File: src/common/t08_disp_pkg.sv
/*
 * Touch and display package
 * Coordinate and bus byte types, display command bytes,
 * drawing colour, touch controller I2C constants
 */
package t08_disp_pkg;

    // One touch coordinate as reported by the panel
    typedef logic [11:0] coord_t;

    // Byte on the 8080 parallel display bus
    typedef logic [7:0] lcd_byte_t;

    // Display commands
    localparam lcd_byte_t CMD_SLPOUT = 8'h11;
    localparam lcd_byte_t CMD_DISPON = 8'h29;
    localparam lcd_byte_t CMD_CASET  = 8'h2A;
    localparam lcd_byte_t CMD_PASET  = 8'h2B;
    localparam lcd_byte_t CMD_RAMWR  = 8'h2C;

    // RGB565 red, high byte goes out first
    localparam logic [15:0] PIXEL_COLOR = 16'hF800;

    // Touch controller on I2C
    localparam logic [6:0] TOUCH_ADDR = 7'h38;
    // First coordinate register
    localparam lcd_byte_t TOUCH_REG = 8'h03;
    // Clock cycles per quarter SCL period
    localparam int unsigned I2C_QUARTER = 4;

    // dcx levels
    localparam logic LCD_CMD  = 1'b0;
    localparam logic LCD_DATA = 1'b1;

endpackage

File: src/common/t08_wb_pkg.sv
/*
 * Wishbone package
 * Bus field types and log ring buffer constants
 */
package t08_wb_pkg;

    typedef logic [31:0] wb_addr_t;
    typedef logic [31:0] wb_data_t;
    typedef logic [3:0]  wb_sel_t;

    // Ring buffer in harness memory
    localparam wb_addr_t    LOG_BASE  = 32'h3000_0000;
    localparam int unsigned LOG_DEPTH = 8;

    // Ring entry index
    typedef logic [$clog2(LOG_DEPTH)-1:0] log_idx_t;

endpackage

File: src/common/t08_lcd_byte_if.sv
/*
 * Display byte request interface
 * Draw controller to bus writer handshake
 */
`timescale 1ns/1ps

interface t08_lcd_byte_if import t08_disp_pkg::*; ();

    // One cycle strobe, only while busy is low
    logic      start;
    // Command or data select for this byte
    logic      dcx;
    lcd_byte_t data;
    // High from the cycle after start until the bus cycle ends
    logic      busy;

    modport ctrl (output start, output dcx, output data, input busy);

    modport writer (input start, input dcx, input data, output busy);

endinterface

File: src/i2c/t08_i2c_touch.sv
/*
 * I2C touch reader
 * On a falling interrupt writes the start register, then reads
 * four coordinate bytes and pulses point_valid with x and y
 */
`timescale 1ns/1ps

module t08_i2c_touch import t08_disp_pkg::*; (
    input  logic   clk,
    input  logic   arst_n,
    input  logic   touch_int,
    input  logic   ctrl_busy,
    input  logic   sda_in,
    output logic   sda_low,
    output logic   scl_low,
    output logic   point_valid,
    output coord_t point_x,
    output coord_t point_y
);

    typedef enum logic [2:0] {
        S_IDLE, S_START, S_ADDR_W, S_REG, S_RSTART, S_ADDR_R, S_READ, S_STOP
    } i2c_state_t;

    i2c_state_t                       state;
    logic [$clog2(I2C_QUARTER)-1:0]   qcnt;
    // Quarter within the current bit slot
    logic [1:0]                       q;
    // 8 data bits plus the ACK slot
    logic [3:0]                       bit_cnt;
    logic [1:0]                       byte_cnt;
    // Two sync stages plus the previous value
    logic [2:0]                       int_sync;
    logic                             int_fall;
    logic                             tick;
    logic                             sda_drv;
    logic                             scl_drv;
    lcd_byte_t                        tx_byte;
    // xh, xl, yh, yl in arrival order
    logic [31:0]                      rx_sr;

    assign int_fall = int_sync[2] && !int_sync[1];
    assign tick     = (int'(qcnt) == I2C_QUARTER - 1);

    always_comb begin
        case (state)
            S_ADDR_W: tx_byte = {TOUCH_ADDR, 1'b0};
            S_ADDR_R: tx_byte = {TOUCH_ADDR, 1'b1};
            default:  tx_byte = TOUCH_REG;
        endcase
    end

    // Pin levels per quarter
    // SCL high in quarters 1 and 2 of a bit slot
    always_comb begin
        sda_drv = 1'b0;
        scl_drv = 1'b0;
        case (state)
            S_IDLE: begin
                sda_drv = 1'b0;
            end
            S_START, S_RSTART: begin
                // SDA falls in quarter 2 with SCL high
                sda_drv = q[1];
                scl_drv = (q == 2'd3) || (state == S_RSTART && q == 2'd0);
            end
            S_STOP: begin
                // SDA rises in quarter 2 with SCL high
                sda_drv = !q[1];
                scl_drv = (q == 2'd0);
            end
            default: begin
                scl_drv = (q == 2'd0) || (q == 2'd3);
                if (bit_cnt == 4'd8) begin
                    // ACK the first three read bytes, NACK the last
                    sda_drv = (state == S_READ) && (byte_cnt != 2'd3);
                end else if (state != S_READ) begin
                    sda_drv = !tx_byte[3'd7 - bit_cnt[2:0]];
                end
            end
        endcase
    end

    always_ff @(posedge clk or negedge arst_n) begin
        if (!arst_n) begin
            state       <= S_IDLE;
            qcnt        <= '0;
            q           <= '0;
            bit_cnt     <= '0;
            byte_cnt    <= '0;
            int_sync    <= '1;
            sda_low     <= 1'b0;
            scl_low     <= 1'b0;
            point_valid <= 1'b0;
        end else begin
            int_sync    <= {int_sync[1:0], touch_int};
            sda_low     <= sda_drv;
            scl_low     <= scl_drv;
            point_valid <= 1'b0;
            if (state == S_IDLE) begin
                qcnt <= '0;
                q    <= '0;
                // Touches during a busy draw are dropped
                if (int_fall && !ctrl_busy) begin
                    state <= S_START;
                end
            end else begin
                qcnt <= tick ? '0 : qcnt + 1'b1;
                if (tick) begin
                    q <= q + 1'b1;
                    // End of a bit slot
                    if (q == 2'd3) begin
                        case (state)
                            S_START:  state <= S_ADDR_W;
                            S_RSTART: state <= S_ADDR_R;
                            S_STOP: begin
                                state       <= S_IDLE;
                                point_valid <= 1'b1;
                            end
                            default: begin
                                if (bit_cnt == 4'd8) begin
                                    bit_cnt <= '0;
                                    case (state)
                                        S_ADDR_W: state <= S_REG;
                                        S_REG:    state <= S_RSTART;
                                        S_ADDR_R: state <= S_READ;
                                        default: begin
                                            // Wraps back to 0 for the next touch
                                            byte_cnt <= byte_cnt + 1'b1;
                                            if (byte_cnt == 2'd3) begin
                                                state <= S_STOP;
                                            end
                                        end
                                    endcase
                                end else begin
                                    bit_cnt <= bit_cnt + 1'b1;
                                end
                            end
                        endcase
                    end
                end
            end
        end
    end

    always_ff @(posedge clk) begin
        // Sample in the middle of SCL high
        if (state == S_READ && bit_cnt < 4'd8 && tick && q == 2'd1) begin
            rx_sr <= {rx_sr[30:0], sda_in};
        end
        // Low nibble of each high byte plus the low byte
        if (state == S_STOP && tick && q == 2'd3) begin
            point_x <= {rx_sr[27:24], rx_sr[23:16]};
            point_y <= {rx_sr[11:8], rx_sr[7:0]};
        end
    end

    // SDA only moves under SCL high for start and stop
    assert property (@(posedge clk) disable iff (!arst_n)
        $changed(sda_low) |-> scl_low || (state inside {S_START, S_RSTART, S_STOP}))
        else $error("SDA changed while SCL high outside start or stop");

endmodule

File: src/lcd/t08_lcd_writer.sv
/*
 * Display bus writer
 * One 8080 write cycle per requested byte
 */
`timescale 1ns/1ps

module t08_lcd_writer import t08_disp_pkg::*; (
    input  logic      clk,
    input  logic      arst_n,
    t08_lcd_byte_if.writer req,
    output lcd_byte_t lcd_data,
    output logic      lcd_wrx,
    output logic      lcd_rdx,
    output logic      lcd_csx,
    output logic      lcd_dcx
);

    // Setup with csx low, wrx pulse low, wrx back high
    typedef enum logic [1:0] {W_IDLE, W_SETUP, W_LOW, W_HIGH} wr_state_t;

    wr_state_t state;

    always_ff @(posedge clk or negedge arst_n) begin
        if (!arst_n) begin
            state <= W_IDLE;
        end else begin
            case (state)
                W_IDLE:  state <= req.start ? W_SETUP : W_IDLE;
                W_SETUP: state <= W_LOW;
                W_LOW:   state <= W_HIGH;
                default: state <= W_IDLE;
            endcase
        end
    end

    // Byte and dcx held for the whole cycle
    always_ff @(posedge clk) begin
        if (req.start) begin
            lcd_data <= req.data;
            lcd_dcx  <= req.dcx;
        end
    end

    assign req.busy = (state != W_IDLE);
    assign lcd_csx  = (state == W_IDLE);
    // Display latches on the rising edge of wrx
    assign lcd_wrx  = (state != W_LOW);
    // No reads from the display
    assign lcd_rdx  = 1'b1;

    // Controller must wait for busy low
    assert property (@(posedge clk) disable iff (!arst_n) req.start |-> !req.busy)
        else $error("Display byte requested while writer busy");

endmodule

File: src/hw/t08_draw_ctrl.sv
/*
 * Draw controller
 * Display init, then per touch a log request and
 * the column, page and memory write sequence for one pixel
 */
`timescale 1ns/1ps

module t08_draw_ctrl import t08_disp_pkg::*, t08_wb_pkg::*; (
    input  logic     clk,
    input  logic     arst_n,
    t08_lcd_byte_if.ctrl req,
    input  logic     point_valid,
    input  coord_t   point_x,
    input  coord_t   point_y,
    output logic     ctrl_busy,
    output logic     log_req,
    output wb_data_t log_data,
    input  logic     log_busy
);

    typedef enum logic [1:0] {D_SEND, D_DONE, D_IDLE} draw_state_t;

    draw_state_t state;
    // Index into the byte sequence
    logic [3:0]  cnt;
    // {dcx, byte} for the current index
    logic [8:0]  cur;

    // Entries 0 and 1 are init, 2 to 14 draw one pixel
    function automatic logic [8:0] seq_byte(input logic [3:0] idx, input coord_t x,
                                            input coord_t y);
        lcd_byte_t xh;
        lcd_byte_t yh;
        xh = {4'h0, x[11:8]};
        yh = {4'h0, y[11:8]};
        case (idx)
            4'd0:         seq_byte = {LCD_CMD, CMD_SLPOUT};
            4'd1:         seq_byte = {LCD_CMD, CMD_DISPON};
            4'd2:         seq_byte = {LCD_CMD, CMD_CASET};
            // Start and end column are the same
            4'd3, 4'd5:   seq_byte = {LCD_DATA, xh};
            4'd4, 4'd6:   seq_byte = {LCD_DATA, x[7:0]};
            4'd7:         seq_byte = {LCD_CMD, CMD_PASET};
            4'd8, 4'd10:  seq_byte = {LCD_DATA, yh};
            4'd9, 4'd11:  seq_byte = {LCD_DATA, y[7:0]};
            4'd12:        seq_byte = {LCD_CMD, CMD_RAMWR};
            4'd13:        seq_byte = {LCD_DATA, PIXEL_COLOR[15:8]};
            default:      seq_byte = {LCD_DATA, PIXEL_COLOR[7:0]};
        endcase
    endfunction

    assign cur       = seq_byte(cnt, point_x, point_y);
    assign req.start = (state == D_SEND) && !req.busy;
    assign req.dcx   = cur[8];
    assign req.data  = cur[7:0];
    assign ctrl_busy = (state != D_IDLE);

    always_ff @(posedge clk or negedge arst_n) begin
        if (!arst_n) begin
            // Init starts straight out of reset
            state   <= D_SEND;
            cnt     <= '0;
            log_req <= 1'b0;
        end else begin
            log_req <= 1'b0;
            case (state)
                D_SEND: begin
                    if (!req.busy) begin
                        // Last init byte or last pixel byte
                        if (cnt == 4'd1 || cnt == 4'd14) begin
                            state <= D_DONE;
                        end else begin
                            cnt <= cnt + 1'b1;
                        end
                    end
                end
                D_DONE: begin
                    // Last byte out and log write acked
                    if (!req.busy && !log_busy) begin
                        state <= D_IDLE;
                    end
                end
                default: begin
                    if (point_valid) begin
                        state   <= D_SEND;
                        cnt     <= 4'd2;
                        log_req <= 1'b1;
                    end
                end
            endcase
        end
    end

    // Log word {y, x}, each zero extended to 16 bits
    always_ff @(posedge clk) begin
        if (point_valid && state == D_IDLE) begin
            log_data <= {4'h0, point_y, 4'h0, point_x};
        end
    end

endmodule

File: src/hw/t08_wb_log.sv
/*
 * Wishbone log master
 * Single word writes into a ring buffer in harness memory
 */
`timescale 1ns/1ps

module t08_wb_log import t08_wb_pkg::*; (
    input  logic     clk,
    input  logic     arst_n,
    input  logic     log_req,
    input  wb_data_t log_data,
    output logic     log_busy,
    output wb_addr_t wb_adr,
    output wb_data_t wb_dat_o,
    output wb_sel_t  wb_sel,
    output logic     wb_we,
    output logic     wb_stb,
    output logic     wb_cyc,
    input  wb_data_t wb_dat_i,
    input  logic     wb_ack
);

    log_idx_t idx;

    // Cycle held until the slave acks
    always_ff @(posedge clk or negedge arst_n) begin
        if (!arst_n) begin
            wb_cyc <= 1'b0;
            idx    <= '0;
        end else if (!wb_cyc && log_req) begin
            wb_cyc <= 1'b1;
        end else if (wb_cyc && wb_ack) begin
            wb_cyc <= 1'b0;
            idx    <= (idx == log_idx_t'(LOG_DEPTH - 1)) ? '0 : idx + 1'b1;
        end
    end

    always_ff @(posedge clk) begin
        if (!wb_cyc && log_req) begin
            wb_dat_o <= log_data;
        end
    end

    // One word per entry
    assign wb_adr   = LOG_BASE + wb_addr_t'({idx, 2'b00});
    assign wb_sel   = '1;
    assign wb_we    = wb_cyc;
    assign wb_stb   = wb_cyc;
    assign log_busy = wb_cyc;
    // Write only master, wb_dat_i has no use here

    // Strobe may only drop on an ack
    assert property (@(posedge clk) disable iff (!arst_n)
        wb_cyc && wb_stb && !wb_ack |=> wb_stb)
        else $error("Wishbone strobe dropped without ack");

endmodule

File: src/hw/t08_top.sv
/*
 * Inner top
 * Reset synchronizer, open drain I2C pins,
 * touch reader, draw controller, display writer, log master
 */
`timescale 1ns/1ps

module t08_top import t08_disp_pkg::*, t08_wb_pkg::*; (
    input  logic      clk,
    input  logic      arst_n,
    input  logic      touch_int,
    input  logic      sda_in,
    output logic      sda_out,
    output logic      sda_oeb,
    output logic      scl_out,
    output logic      scl_oeb,
    output lcd_byte_t lcd_data,
    output logic      lcd_wrx,
    output logic      lcd_rdx,
    output logic      lcd_csx,
    output logic      lcd_dcx,
    output wb_addr_t  adr,
    output wb_data_t  dat_o,
    output wb_sel_t   sel,
    output logic      we,
    output logic      stb,
    output logic      cyc,
    input  wb_data_t  dat_i,
    input  logic      ack
);

    logic [1:0] rst_sync;
    logic       rst_n;
    logic       sda_low;
    logic       scl_low;
    logic       point_valid;
    coord_t     point_x;
    coord_t     point_y;
    logic       ctrl_busy;
    logic       log_req;
    wb_data_t   log_data;
    logic       log_busy;

    t08_lcd_byte_if lcd_req ();

    // Asserts at once, releases on the second edge
    always_ff @(posedge clk or negedge arst_n) begin
        if (!arst_n) begin
            rst_sync <= '0;
        end else begin
            rst_sync <= {rst_sync[0], 1'b1};
        end
    end

    assign rst_n = rst_sync[1];

    // Open drain pins
    // Output stays 0, enable only while pulling low
    assign sda_out = 1'b0;
    assign scl_out = 1'b0;
    assign sda_oeb = !sda_low;
    assign scl_oeb = !scl_low;

    t08_i2c_touch i2c_i (
        .clk         (clk),
        .arst_n      (rst_n),
        .touch_int   (touch_int),
        .ctrl_busy   (ctrl_busy),
        .sda_in      (sda_in),
        .sda_low     (sda_low),
        .scl_low     (scl_low),
        .point_valid (point_valid),
        .point_x     (point_x),
        .point_y     (point_y)
    );

    t08_draw_ctrl draw_i (
        .clk         (clk),
        .arst_n      (rst_n),
        .req         (lcd_req.ctrl),
        .point_valid (point_valid),
        .point_x     (point_x),
        .point_y     (point_y),
        .ctrl_busy   (ctrl_busy),
        .log_req     (log_req),
        .log_data    (log_data),
        .log_busy    (log_busy)
    );

    t08_lcd_writer lcd_i (
        .clk      (clk),
        .arst_n   (rst_n),
        .req      (lcd_req.writer),
        .lcd_data (lcd_data),
        .lcd_wrx  (lcd_wrx),
        .lcd_rdx  (lcd_rdx),
        .lcd_csx  (lcd_csx),
        .lcd_dcx  (lcd_dcx)
    );

    t08_wb_log log_i (
        .clk      (clk),
        .arst_n   (rst_n),
        .log_req  (log_req),
        .log_data (log_data),
        .log_busy (log_busy),
        .wb_adr   (adr),
        .wb_dat_o (dat_o),
        .wb_sel   (sel),
        .wb_we    (we),
        .wb_stb   (stb),
        .wb_cyc   (cyc),
        .wb_dat_i (dat_i),
        .wb_ack   (ack)
    );

endmodule

File: src/hw/team_08.sv
/*
 * Harness wrapper
 * GPIO pin map, fixed output enables, enable gated reset
 */
`timescale 1ns/1ps

module team_08 import t08_wb_pkg::*; (
    input  logic        clk,
    input  logic        arst_n,
    input  logic        en,
    input  logic [33:0] gpio_in,
    output logic [33:0] gpio_out,
    output logic [33:0] gpio_oeb,
    output wb_addr_t    adr,
    output wb_data_t    dat_o,
    output wb_sel_t     sel,
    output logic        we,
    output logic        stb,
    output logic        cyc,
    input  wb_data_t    dat_i,
    input  logic        ack
);

    // Pin 0 touch interrupt, 15 to 33 unused, all inputs
    assign gpio_oeb[33:15] = '1;
    assign gpio_oeb[0]     = 1'b1;
    // Display bus pins 3 to 14 always driven
    assign gpio_oeb[14:3]  = '0;

    // Unused outputs tied low
    assign gpio_out[33:15] = '0;
    assign gpio_out[0]     = 1'b0;

    // Chip held in reset while disabled
    t08_top top_i (
        .clk       (clk),
        .arst_n    (arst_n & en),
        .touch_int (gpio_in[0]),
        .sda_in    (gpio_in[1]),
        .sda_out   (gpio_out[1]),
        .sda_oeb   (gpio_oeb[1]),
        .scl_out   (gpio_out[2]),
        .scl_oeb   (gpio_oeb[2]),
        .lcd_data  (gpio_out[10:3]),
        .lcd_wrx   (gpio_out[11]),
        .lcd_rdx   (gpio_out[12]),
        .lcd_csx   (gpio_out[13]),
        .lcd_dcx   (gpio_out[14]),
        .adr       (adr),
        .dat_o     (dat_o),
        .sel       (sel),
        .we        (we),
        .stb       (stb),
        .cyc       (cyc),
        .dat_i     (dat_i),
        .ack       (ack)
    );

endmodule

File: config.mk
export PLATFORM = sky130hd
export DESIGN_NAME = team_08
export DESIGN_NICKNAME = d
export VERILOG_FILES = /design/src/common/t08_disp_pkg.sv /design/src/common/t08_wb_pkg.sv /design/src/common/t08_lcd_byte_if.sv /design/src/i2c/t08_i2c_touch.sv /design/src/lcd/t08_lcd_writer.sv /design/src/hw/t08_draw_ctrl.sv /design/src/hw/t08_wb_log.sv /design/src/hw/t08_top.sv /design/src/hw/team_08.sv
export SDC_FILE = /design/constraint.sdc
export NUM_CORES = 1
export LEC_CHECK = 0
export BUFFER_PORTS_ARGS = -buffer_cell sky130_fd_sc_hd__buf_2
export CAP_MARGIN = 20
export CELL_PAD_IN_SITES_DETAIL_PLACEMENT = 1
export CELL_PAD_IN_SITES_GLOBAL_PLACEMENT = 2
export CORE_MARGIN = 3
export CORE_UTILIZATION = 33
export DETAILED_ROUTE_END_ITERATION = 8
export PLACE_DENSITY = 0.81
export SLEW_MARGIN = 40
export SYNTH_ARGS = -nofsm -noshare
export SYNTH_HDL_FRONTEND = slang
export SYNTH_SLANG_ARGS = --single-unit
File: constraint.sdc
create_clock -name clk -period 1.6 [get_ports clk]
set_clock_uncertainty 0.15 [all_clocks]
set_input_delay 0.08 -clock clk [delete_from_list [all_inputs] [get_ports clk]]
set_output_delay 0.08 -clock clk [all_outputs]
set_load 0.02 [all_outputs]
==> results of run 1 <==
[logic make-up after synthesis]
group	after synthesis
adder cells (fa/ha/maj)	19
flip-flops	143
buffers and inverters	129
AO/OA/AOI/OAI	53
XOR/XNOR	3
AND/OR/NAND/NOR	86
other	2
multiplexers	15
[power by group through the flow]
stage	sequential, mW	clock [mW]	combinational, mW
5_1_grt	3.96	4.36	0.268
2_1_floorplan	4.05	0	0.377
4_1_cts	3.96	4.17	0.234
3_5_place_dp	4.04	0	0.221
3_3_place_gp	4.04	0	0.220
6_report	3.96	4.12	0.242
[sequential cells by signal, indices dropped and copies added, names as in the netlist, 2 cells and up]
signal,cells
top_i.draw_i.log_data,24
top_i.lcd_i.lcd_data,8
top_i.i2c_i.point_y,12
top_i.draw_i.state,2
top_i.i2c_i.byte_cnt,2
top_i.rst_sync,2
top_i.i2c_i.point_x,12
top_i.i2c_i.q,2
top_i.i2c_i.qcnt,2
top_i.log_i.wb_dat_o,24
top_i.log_i.idx,3
top_i.i2c_i.bit_cnt,4
top_i.i2c_i.int_sync,3
top_i.lcd_i.state,2
top_i.draw_i.cnt,4
top_i.i2c_i.state,3
top_i.i2c_i.rx_sr,28
[what timing repair did]
| item | in CTS | in global routing |
|---|---|---|
| buffers inserted | 24 | 9 |
| endpoints found under the hold margin | 8 | 0 |
| cloned | 4 | 1 |
| hold buffers | 7 | 0 |
| pin swaps | 22 | 13 |
| resized for setup | 68 | 31 |
| endpoints found under the setup margin | 84 | 87 |
[cells in the mapped netlist, drive strengths merged, types with 3 or more instances]
library cell,n
o21ai,10
a22oi,3
dfstp,3
inv,19
mux2i,7
nor2,25
dfrtp,31
buf,105
a21o,3
nand2,22
nand3b,4
clkbuf,5
ha,19
mux2,8
a21oi,15
nand2b,5
edfxtp,109
nand3,3
a221oi,5
nor3,7
nor2b,7
o31ai,3
[final cells by class]
| cell class | instances | area share |
|---|---|---|
| tap | 229 | 0.0339 |
| inverter | 19 | 0.00949 |
| timing repair buffer | 149 | 0.149 |
| clock inverter | 15 | 0.0224 |
| sequential | 143 | 0.490 |
| multi-input combinational | 273 | 0.245 |
| timing repair inverter | 1 | 0.000889 |
| clock buffer | 17 | 0.0504 |
[worst paths after layout]
path / slack [ns] / depth (start not counted) / start / endpoint
max: -0.36 / 11 / top_i.i2c_i.state[0] / top_i.i2c_i.sda_low
min: 0.12 / 1 / top_i.rst_sync[1] / top_i.i2c_i.bit_cnt[2]
max reg2reg: -0.36 / 11 / top_i.i2c_i.state[0] / top_i.i2c_i.sda_low
min reg2reg: 0.12 / 1 / top_i.rst_sync[1] / top_i.i2c_i.bit_cnt[2]
max in group asynchronous: 0.20 / 5 / en / top_i.rst_sync[1]
min in group clk: 0.16 / 2 / gpio_in[0] / top_i.i2c_i.int_sync[0]
[layer usage]
layer	share of wire	track usage
met1	0.37	0.162
met2	0.55	0.287
met3	0.040	0.0298
met4	0.035	0.0643
met5	0	0
[through the flow]
step                instance area (sq um)  setup TNS (ns)  setup WS (ns)
floorplan                            6780          -17.19         -0.376
global placement                     7050          -14.36         -0.353
detailed placement                   7050          -19.18         -0.419
CTS                                  8300          -15.72         -0.412
global route                         8440          -25.08         -0.457
finish                               8440          -19.68         -0.362
[worst max-delay path, stage by stage, from the launching register on]
cell	delay [ns]
dfrtp_1	0.36
inv_2	0.06
buf_4	0.13
buf_6	0.10
buf_6	0.11
ha_4	0.16
buf_4	0.14
buf_4	0.13
xor2_1	0.15
o22ai_1	0.12
a21oi_1	0.06
o21ai_1	0.19
[placed cells by master (no fill, tap or decap), types with 3 or more instances in the layout]
cell,Yosys,routed
a21o_1,3,3
a21oi_1,15,11
a21oi_2,0,3
a221oi_2,0,3
buf_12,0,9
buf_2,2,47
buf_4,103,62
buf_6,0,21
clkbuf_16,0,18
clkinv_4,0,3
conb_1,2,97
dfrtp_1,31,27
dfrtp_2,0,4
dfstp_2,3,3
dlygate4sd3_1,0,7
edfxtp_1,109,109
ha_1,19,8
ha_4,0,10
inv_1,19,11
inv_2,0,5
inv_6,0,6
inv_8,0,3
mux2_2,4,3
mux2_4,2,5
mux2i_1,7,6
nand2_1,21,19
nand2_2,1,3
nand2b_1,5,4
nand3b_1,4,4
nor2_1,25,16
nor2_4,0,7
nor2b_1,6,5
nor3_4,1,4
o21ai_0,10,4
o21ai_1,0,4
o31ai_1,3,3
==> results.md, run 1 <==
- Rel. slew slack: 0.641
- Ports: about 210
- Crit Path Category: reg -> reg
- Lkg Pwr: between 3 and 4 nW
- Remaining DRCs: 0
- Synth top area share: 0.519
- Pwr/cell area: 986 nW/um^2
- Area contributors post-synth: edfxtp_1 52%, dfrtp_1 12%, buf_4 12%
- Final hold viol count: 0
- Worst IR Drop VDD: about 740 uV
- Vias: 3800
- Initial antenna violation count: 0
- I/O Buffers: 48
- Fmax: 510 MHz
- CP Launch Type: flip-flop
- Total GRT Usage: 0.151
- Hold Crit Class: reg -> async
- Synth Area in Simple Gates: 0.0756
- Min setup slack post-route: -0.362 ns
- Failing checks: setup timing
- Clock tree buffer depth: 2
- CTS tree: done
- Async set or reset register ratio after synthesis: 0.238
- Vias in the first global route: between 4000 and 5000
- CP required: 1.77 ns
- Avg Cell Area, Syn: around 14 sq um
- Number of fill cells in the layout: between 1500 and 2000
- Ys Warns: 0
- Main combinational cell family by area after synthesis: buffers and inverters
- Reg area: between 4000 and 5000 sq um
- Adder-cell share of the synthesized area: 0.0377
- Final min period: 1.96 ns
- Power share of the clock group: 0.495
- Status: finished with violations
- Crit path max fanout: 4
- Mapped Cells: 450
- Mux cell area share after synthesis: 0.0266
- Pin count of the biggest net entering global routing: 33
- P_sw: around 2 mW
- Synth area leader: edfxtp_1
- Post-layout util: 0.459
- Grt total ovfl: 0
- Initial Util: 0.343
- Cell variety after synth: 54
- Site Rows: slightly below 50
- Layout cells sized above 1: 0.413
- CTS H-tree depth: 4
- Synth Area in Compound Gates: 0.0621
- DR WL/cell: about 18 um
- HPWL Detailed: 9580 um
- RSZ-0062 raised after global routing: yes
- Sw Ratio: 0.236
- Clk root buf: clkbuf_16
- Mapped cell area: 6310 sq um
- Die Wd: 144 um
- CTS Buf Count: 17
- Post-route ant nets: 0
- Starting DRT DRC Count: 200
- Sequential share of the synthesized area: 0.654
- Comb pwr share: 0.029
- Critical Path Sink Type: flip-flop
- Area Growth Syn to Fin: 33.8%
- XOR/XNOR share of the synthesized area: 0.00417
- Hold Slack: 0.115 ns
- Fin crit share: 1.23
- Final Max Slew Viols: 0
- Seq pwr share: 0.476
- Least-Margin Pin Slew: ~0.54 ns
- Fin cells: about 850
- Clock Sink Count: between 100 and 150
- Pint: roughly 6.4 mW
- Global-route wire length before repair: ~23000 um
- Max-cap violation count: 0
- Area taken by multi-input logic gates: about 2100 sq um
- Clk_lat worst skew: between 0.4 and 0.5 ns
- Cells after DPL: a little under 800
- # nets final: ~690
- Drt via density: 4.49
- Final RePlAce weighted congestion: about 0.83
- Die Y-Extent: 144 um
- Final Setup Violations: 84
- Post-synth EDFFs: between 100 and 150
- Final WL: between 15000 and 20000 um
- Final Power: 8.32 mW
- Pre-antenna DRT Iters: 5
- Diodes inserted: 0
- CORE AREA: between 15000 and 20000 sq um
- Worst EP arrival: 2.14 ns
- DIE AREA: 20800 sq um
- Clock transition at the registers of the reported paths: about 0.060 ns
- Top_reg_cell synth: edfxtp_1
- Flops & latches, synth: approximately 140
Note: power is estimated with default switching activity, not from simulation.
==> run 2, diff against run 1 <==
--- a/config.mk
+++ b/config.mk
@@ -13,7 +13,6 @@
 export CORE_UTILIZATION = 33
 export DETAILED_ROUTE_END_ITERATION = 8
 export PLACE_DENSITY = 0.81
-export SLEW_MARGIN = 40
 export SYNTH_ARGS = -nofsm -noshare
 export SYNTH_HDL_FRONTEND = slang
 export SYNTH_SLANG_ARGS = --single-unit
==> constraint.sdc (replaced) <==
create_clock -name clk -period 1.6 [get_ports clk]
set_clock_uncertainty 0.15 [all_clocks]
set_input_delay 0.32 -clock clk [delete_from_list [all_inputs] [get_ports clk]]
set_output_delay 0.32 -clock clk [all_outputs]
set_load 0.02 [all_outputs]
==> run 2 against run 1 <==
Against the previous run: the run still ends with setup timing left; first-iteration DRC count rose by 48%; clock power is 4% lower; non-clock buffer count grew 14; via count up 2.3%; core utilization grew 1.3 points; count of clock-buffer cells in the layout unchanged; final area is 2.8% higher; global-route usage increased by 0.12 points; sequential power hardly changed; register-to-register slack is essentially flat; critical path depth down 5; highest routed layer unchanged.
==> results.md, run 2 (synthesis results as in run 1) <==
- Die Y-Extent: 144 um (unchanged)
- Commonest cells after routing, fill and taps aside: 109 x edfxtp_1, 97 x conb_1, 71 x buf_4 (was 109 x edfxtp_1, 97 x conb_1, 62 x buf_4)
- Commonest non-fill, non-tap cell in the layout: edfxtp_1 (unchanged)
- P_sw: 1.87 mW (was 1.96 mW)
- CP Launch Type: flip-flop (unchanged)
- Final Setup Violations: 88 (was 84)
- Global-route wire length before repair: 23400 um (about the same)
- Pint: 6.29 mW (was 6.36 mW)
- Crit Path Category: reg -> reg (unchanged)
- R2r startpoint: top_i.i2c_i.state[0] (unchanged)
- Pin count of the biggest net entering global routing: 33 (unchanged)
- Vias in the first global route: 4062 (was 4042)
- Failing checks: setup timing (unchanged)
- Pwr/cell area: 940 nW/um^2 (was 986 nW/um^2)
- Max FFs per register: 28 (unchanged)
- Total GRT Usage: 0.152 (was 0.151)
- RSZ-0062 raised after global routing: yes (unchanged)
- Initial Util: 0.343 (unchanged)
- Worst EP arrival: 2.13 ns (was 2.14 ns)
- Final WL: 16500 um (was 15600 um)
- Final RePlAce weighted congestion: 0.865 (was 0.835)
- Clock tree buffer depth: 2 (unchanged)
- R2r setup slk: -0.37 ns (was -0.36 ns)
- Power share of the clock group: 0.485 (was 0.495)
- Final hold viol count: 0 (unchanged)
- Worst Reg-to-Reg Cells: 6 (was 11)
- CTS Buf Count: 17 (unchanged)
- Clk_lat worst skew: 0.43 ns (was 0.42 ns)
- HPWL Detailed: 9490 um (was 9580 um)
- Dpl cell area: 7020 sq um (was 7050 sq um)
- Rel. slew slack: 0.563 (was 0.641)
- CP required: 1.76 ns (was 1.77 ns)
- Die Wd: 144 um (unchanged)
- Hold Slack: 0.118 ns (was 0.115 ns)
- # nets final: 707 (was 693)
- Fmax: 507 MHz (was 510 MHz)
- Clk root buf: clkbuf_16 (unchanged)
- Lkg Pwr: 3.54 nW (was 3.39 nW)
- Comb pwr share: 0.029 (about the same)
- Remaining DRCs: 0 (unchanged)
- Largest register by flop count: top_i.i2c_i.rx_sr (unchanged)
- Min setup slack post-route: -0.371 ns (was -0.362 ns)
- Crit path max fanout: 3 (was 4)
- Reg-to-reg endpoint: top_i.i2c_i.state[1] (was top_i.i2c_i.sda_low)
- Design area: 8680 sq um (was 8440 sq um)
- Clock transition at the registers of the reported paths: 0.06 ns (about the same)
- Critical Path Sink Type: flip-flop (unchanged)
- Pre-antenna DRT Iters: 4 (was 5)
- DIE AREA: 20800 sq um (unchanged)
- Worst IR Drop VDD: 678 uV (was 744 uV)
- Post-route ant nets: 0 (unchanged)
- Post-layout util: 0.472 (was 0.459)
- CTS H-tree depth: 4 (unchanged)
- Status: finished with violations (unchanged)
- Grt total ovfl: 0 (unchanged)
- Site Rows: 49 (unchanged)
- Max-cap violation count: 0 (unchanged)
- CORE AREA: 18400 sq um (unchanged)
- Hold Crit Class: reg -> async (unchanged)
- Initial antenna violation count: 0 (unchanged)
- Ports: 209 (unchanged)
- DR WL/cell: 19.2 um (was 18.5 um)
- Final min period: 1.97 ns (was 1.96 ns)
- Vias: 3887 (was 3800)
- Sw Ratio: 0.229 (was 0.236)
- Diodes inserted: 0 (unchanged)
- Seq pwr share: 0.486 (was 0.476)
- Fin crit share: 1.23 (about the same)
- Drt via density: 4.52 (was 4.49)
- Area Growth Syn to Fin: 37.6% (was 33.8%)
- CTS tree: done (unchanged)
- Starting DRT DRC Count: 295 (was 200)
- Final Max Slew Viols: 0 (unchanged)
- Clock Sink Count: 143 (unchanged)
- Top flop regs: top_i.i2c_i.rx_sr (28), top_i.draw_i.log_data (24), top_i.log_i.wb_dat_o (24) (unchanged)
- Least-Margin Pin Slew: 0.652 ns (was 0.536 ns)
- I/O Buffers: 48 (unchanged)
- Layout cells sized above 1: 0.453 (was 0.413)
## run 2: per-layer routing
metal,part of all wire,track usage,vias to the layer above
met5,0,0,-
met4,0.031,0.0668,0
met3,0.058,0.0413,34
met2,0.55,0.282,158
met1,0.36,0.162,1949
li1,-,-,1746
## run 2: worst max-delay path, cell delays in order, from the launching register on
cell      delay (ns)
dfrtp_1         0.40
inv_2           0.09
ha_4            0.13
nor2b_4         0.15
mux2_4          0.33
a311oi_4        0.28
mux2_4          0.33
## run 2: worst max path at each step
stage / startpoint / endpoint / slack (ns) / cells after the start
finish: top_i.i2c_i.state[0] / top_i.i2c_i.state[1] / -0.37 / 6
global route: top_i.i2c_i.state[1] / top_i.i2c_i.state[0] / -0.44 / 7
CTS: top_i.i2c_i.state[0] / top_i.i2c_i.state[1] / -0.42 / 6
detailed placement: top_i.i2c_i.state[0] / top_i.i2c_i.state[1] / -0.43 / 6
global placement: top_i.i2c_i.state[0] / top_i.i2c_i.state[1] / -0.34 / 6
floorplan: top_i.i2c_i.state[1] / top_i.i2c_i.state[1] / -0.38 / 6
## run 2: final cells by class
| type | instances | area [sq um] |
|---|---|---|
| fill | 1869 | 9710 |
| sequential | 143 | 4140 |
| multi-input combinational | 273 | 2150 |
| timing repair buffer | 163 | 1430 |
| clock buffer | 17 | 425 |
| tap | 229 | 287 |
| clock inverter | 15 | 158 |
| inverter | 19 | 80.1 |
| timing repair inverter | 1 | 7.51 |
## run 2: stage by stage
stage | TNS [ns] | cells | setup slack (ns) | total power [mW]
after CTS | -15.49 | 841 | -0.415 | 8.16
after detailed placement | -22.94 | 776 | -0.433 | 4.26
after floorplan | -17.19 | 545 | -0.376 | 4.43
after global placement | -17.30 | 776 | -0.338 | 4.26
final | -17.01 | 860 | -0.371 | 8.16
after global routing | -22.70 | 860 | -0.443 | 8.43
## run 2: timing repair
action	CTS	global route
hold endpoints to repair	4	0
gates cloned	5	2
endpoints found under the setup margin	90	90
hold buffers	4	0
pin swaps	33	22
buffers inserted	28	20
gates resized for setup	92	38
## run 2: power by group through the flow
| stage | Sequential [mW] | Combinational (mW) | Clock [mW] |
|---|---|---|---|
| CTS | 3.96 | 0.229 | 3.96 |
| finish | 3.96 | 0.236 | 3.96 |
| detailed placement | 4.04 | 0.222 | 0 |
| global route | 3.96 | 0.261 | 4.21 |
| global placement | 4.04 | 0.221 | 0 |
| floorplan | 4.05 | 0.377 | 0 |
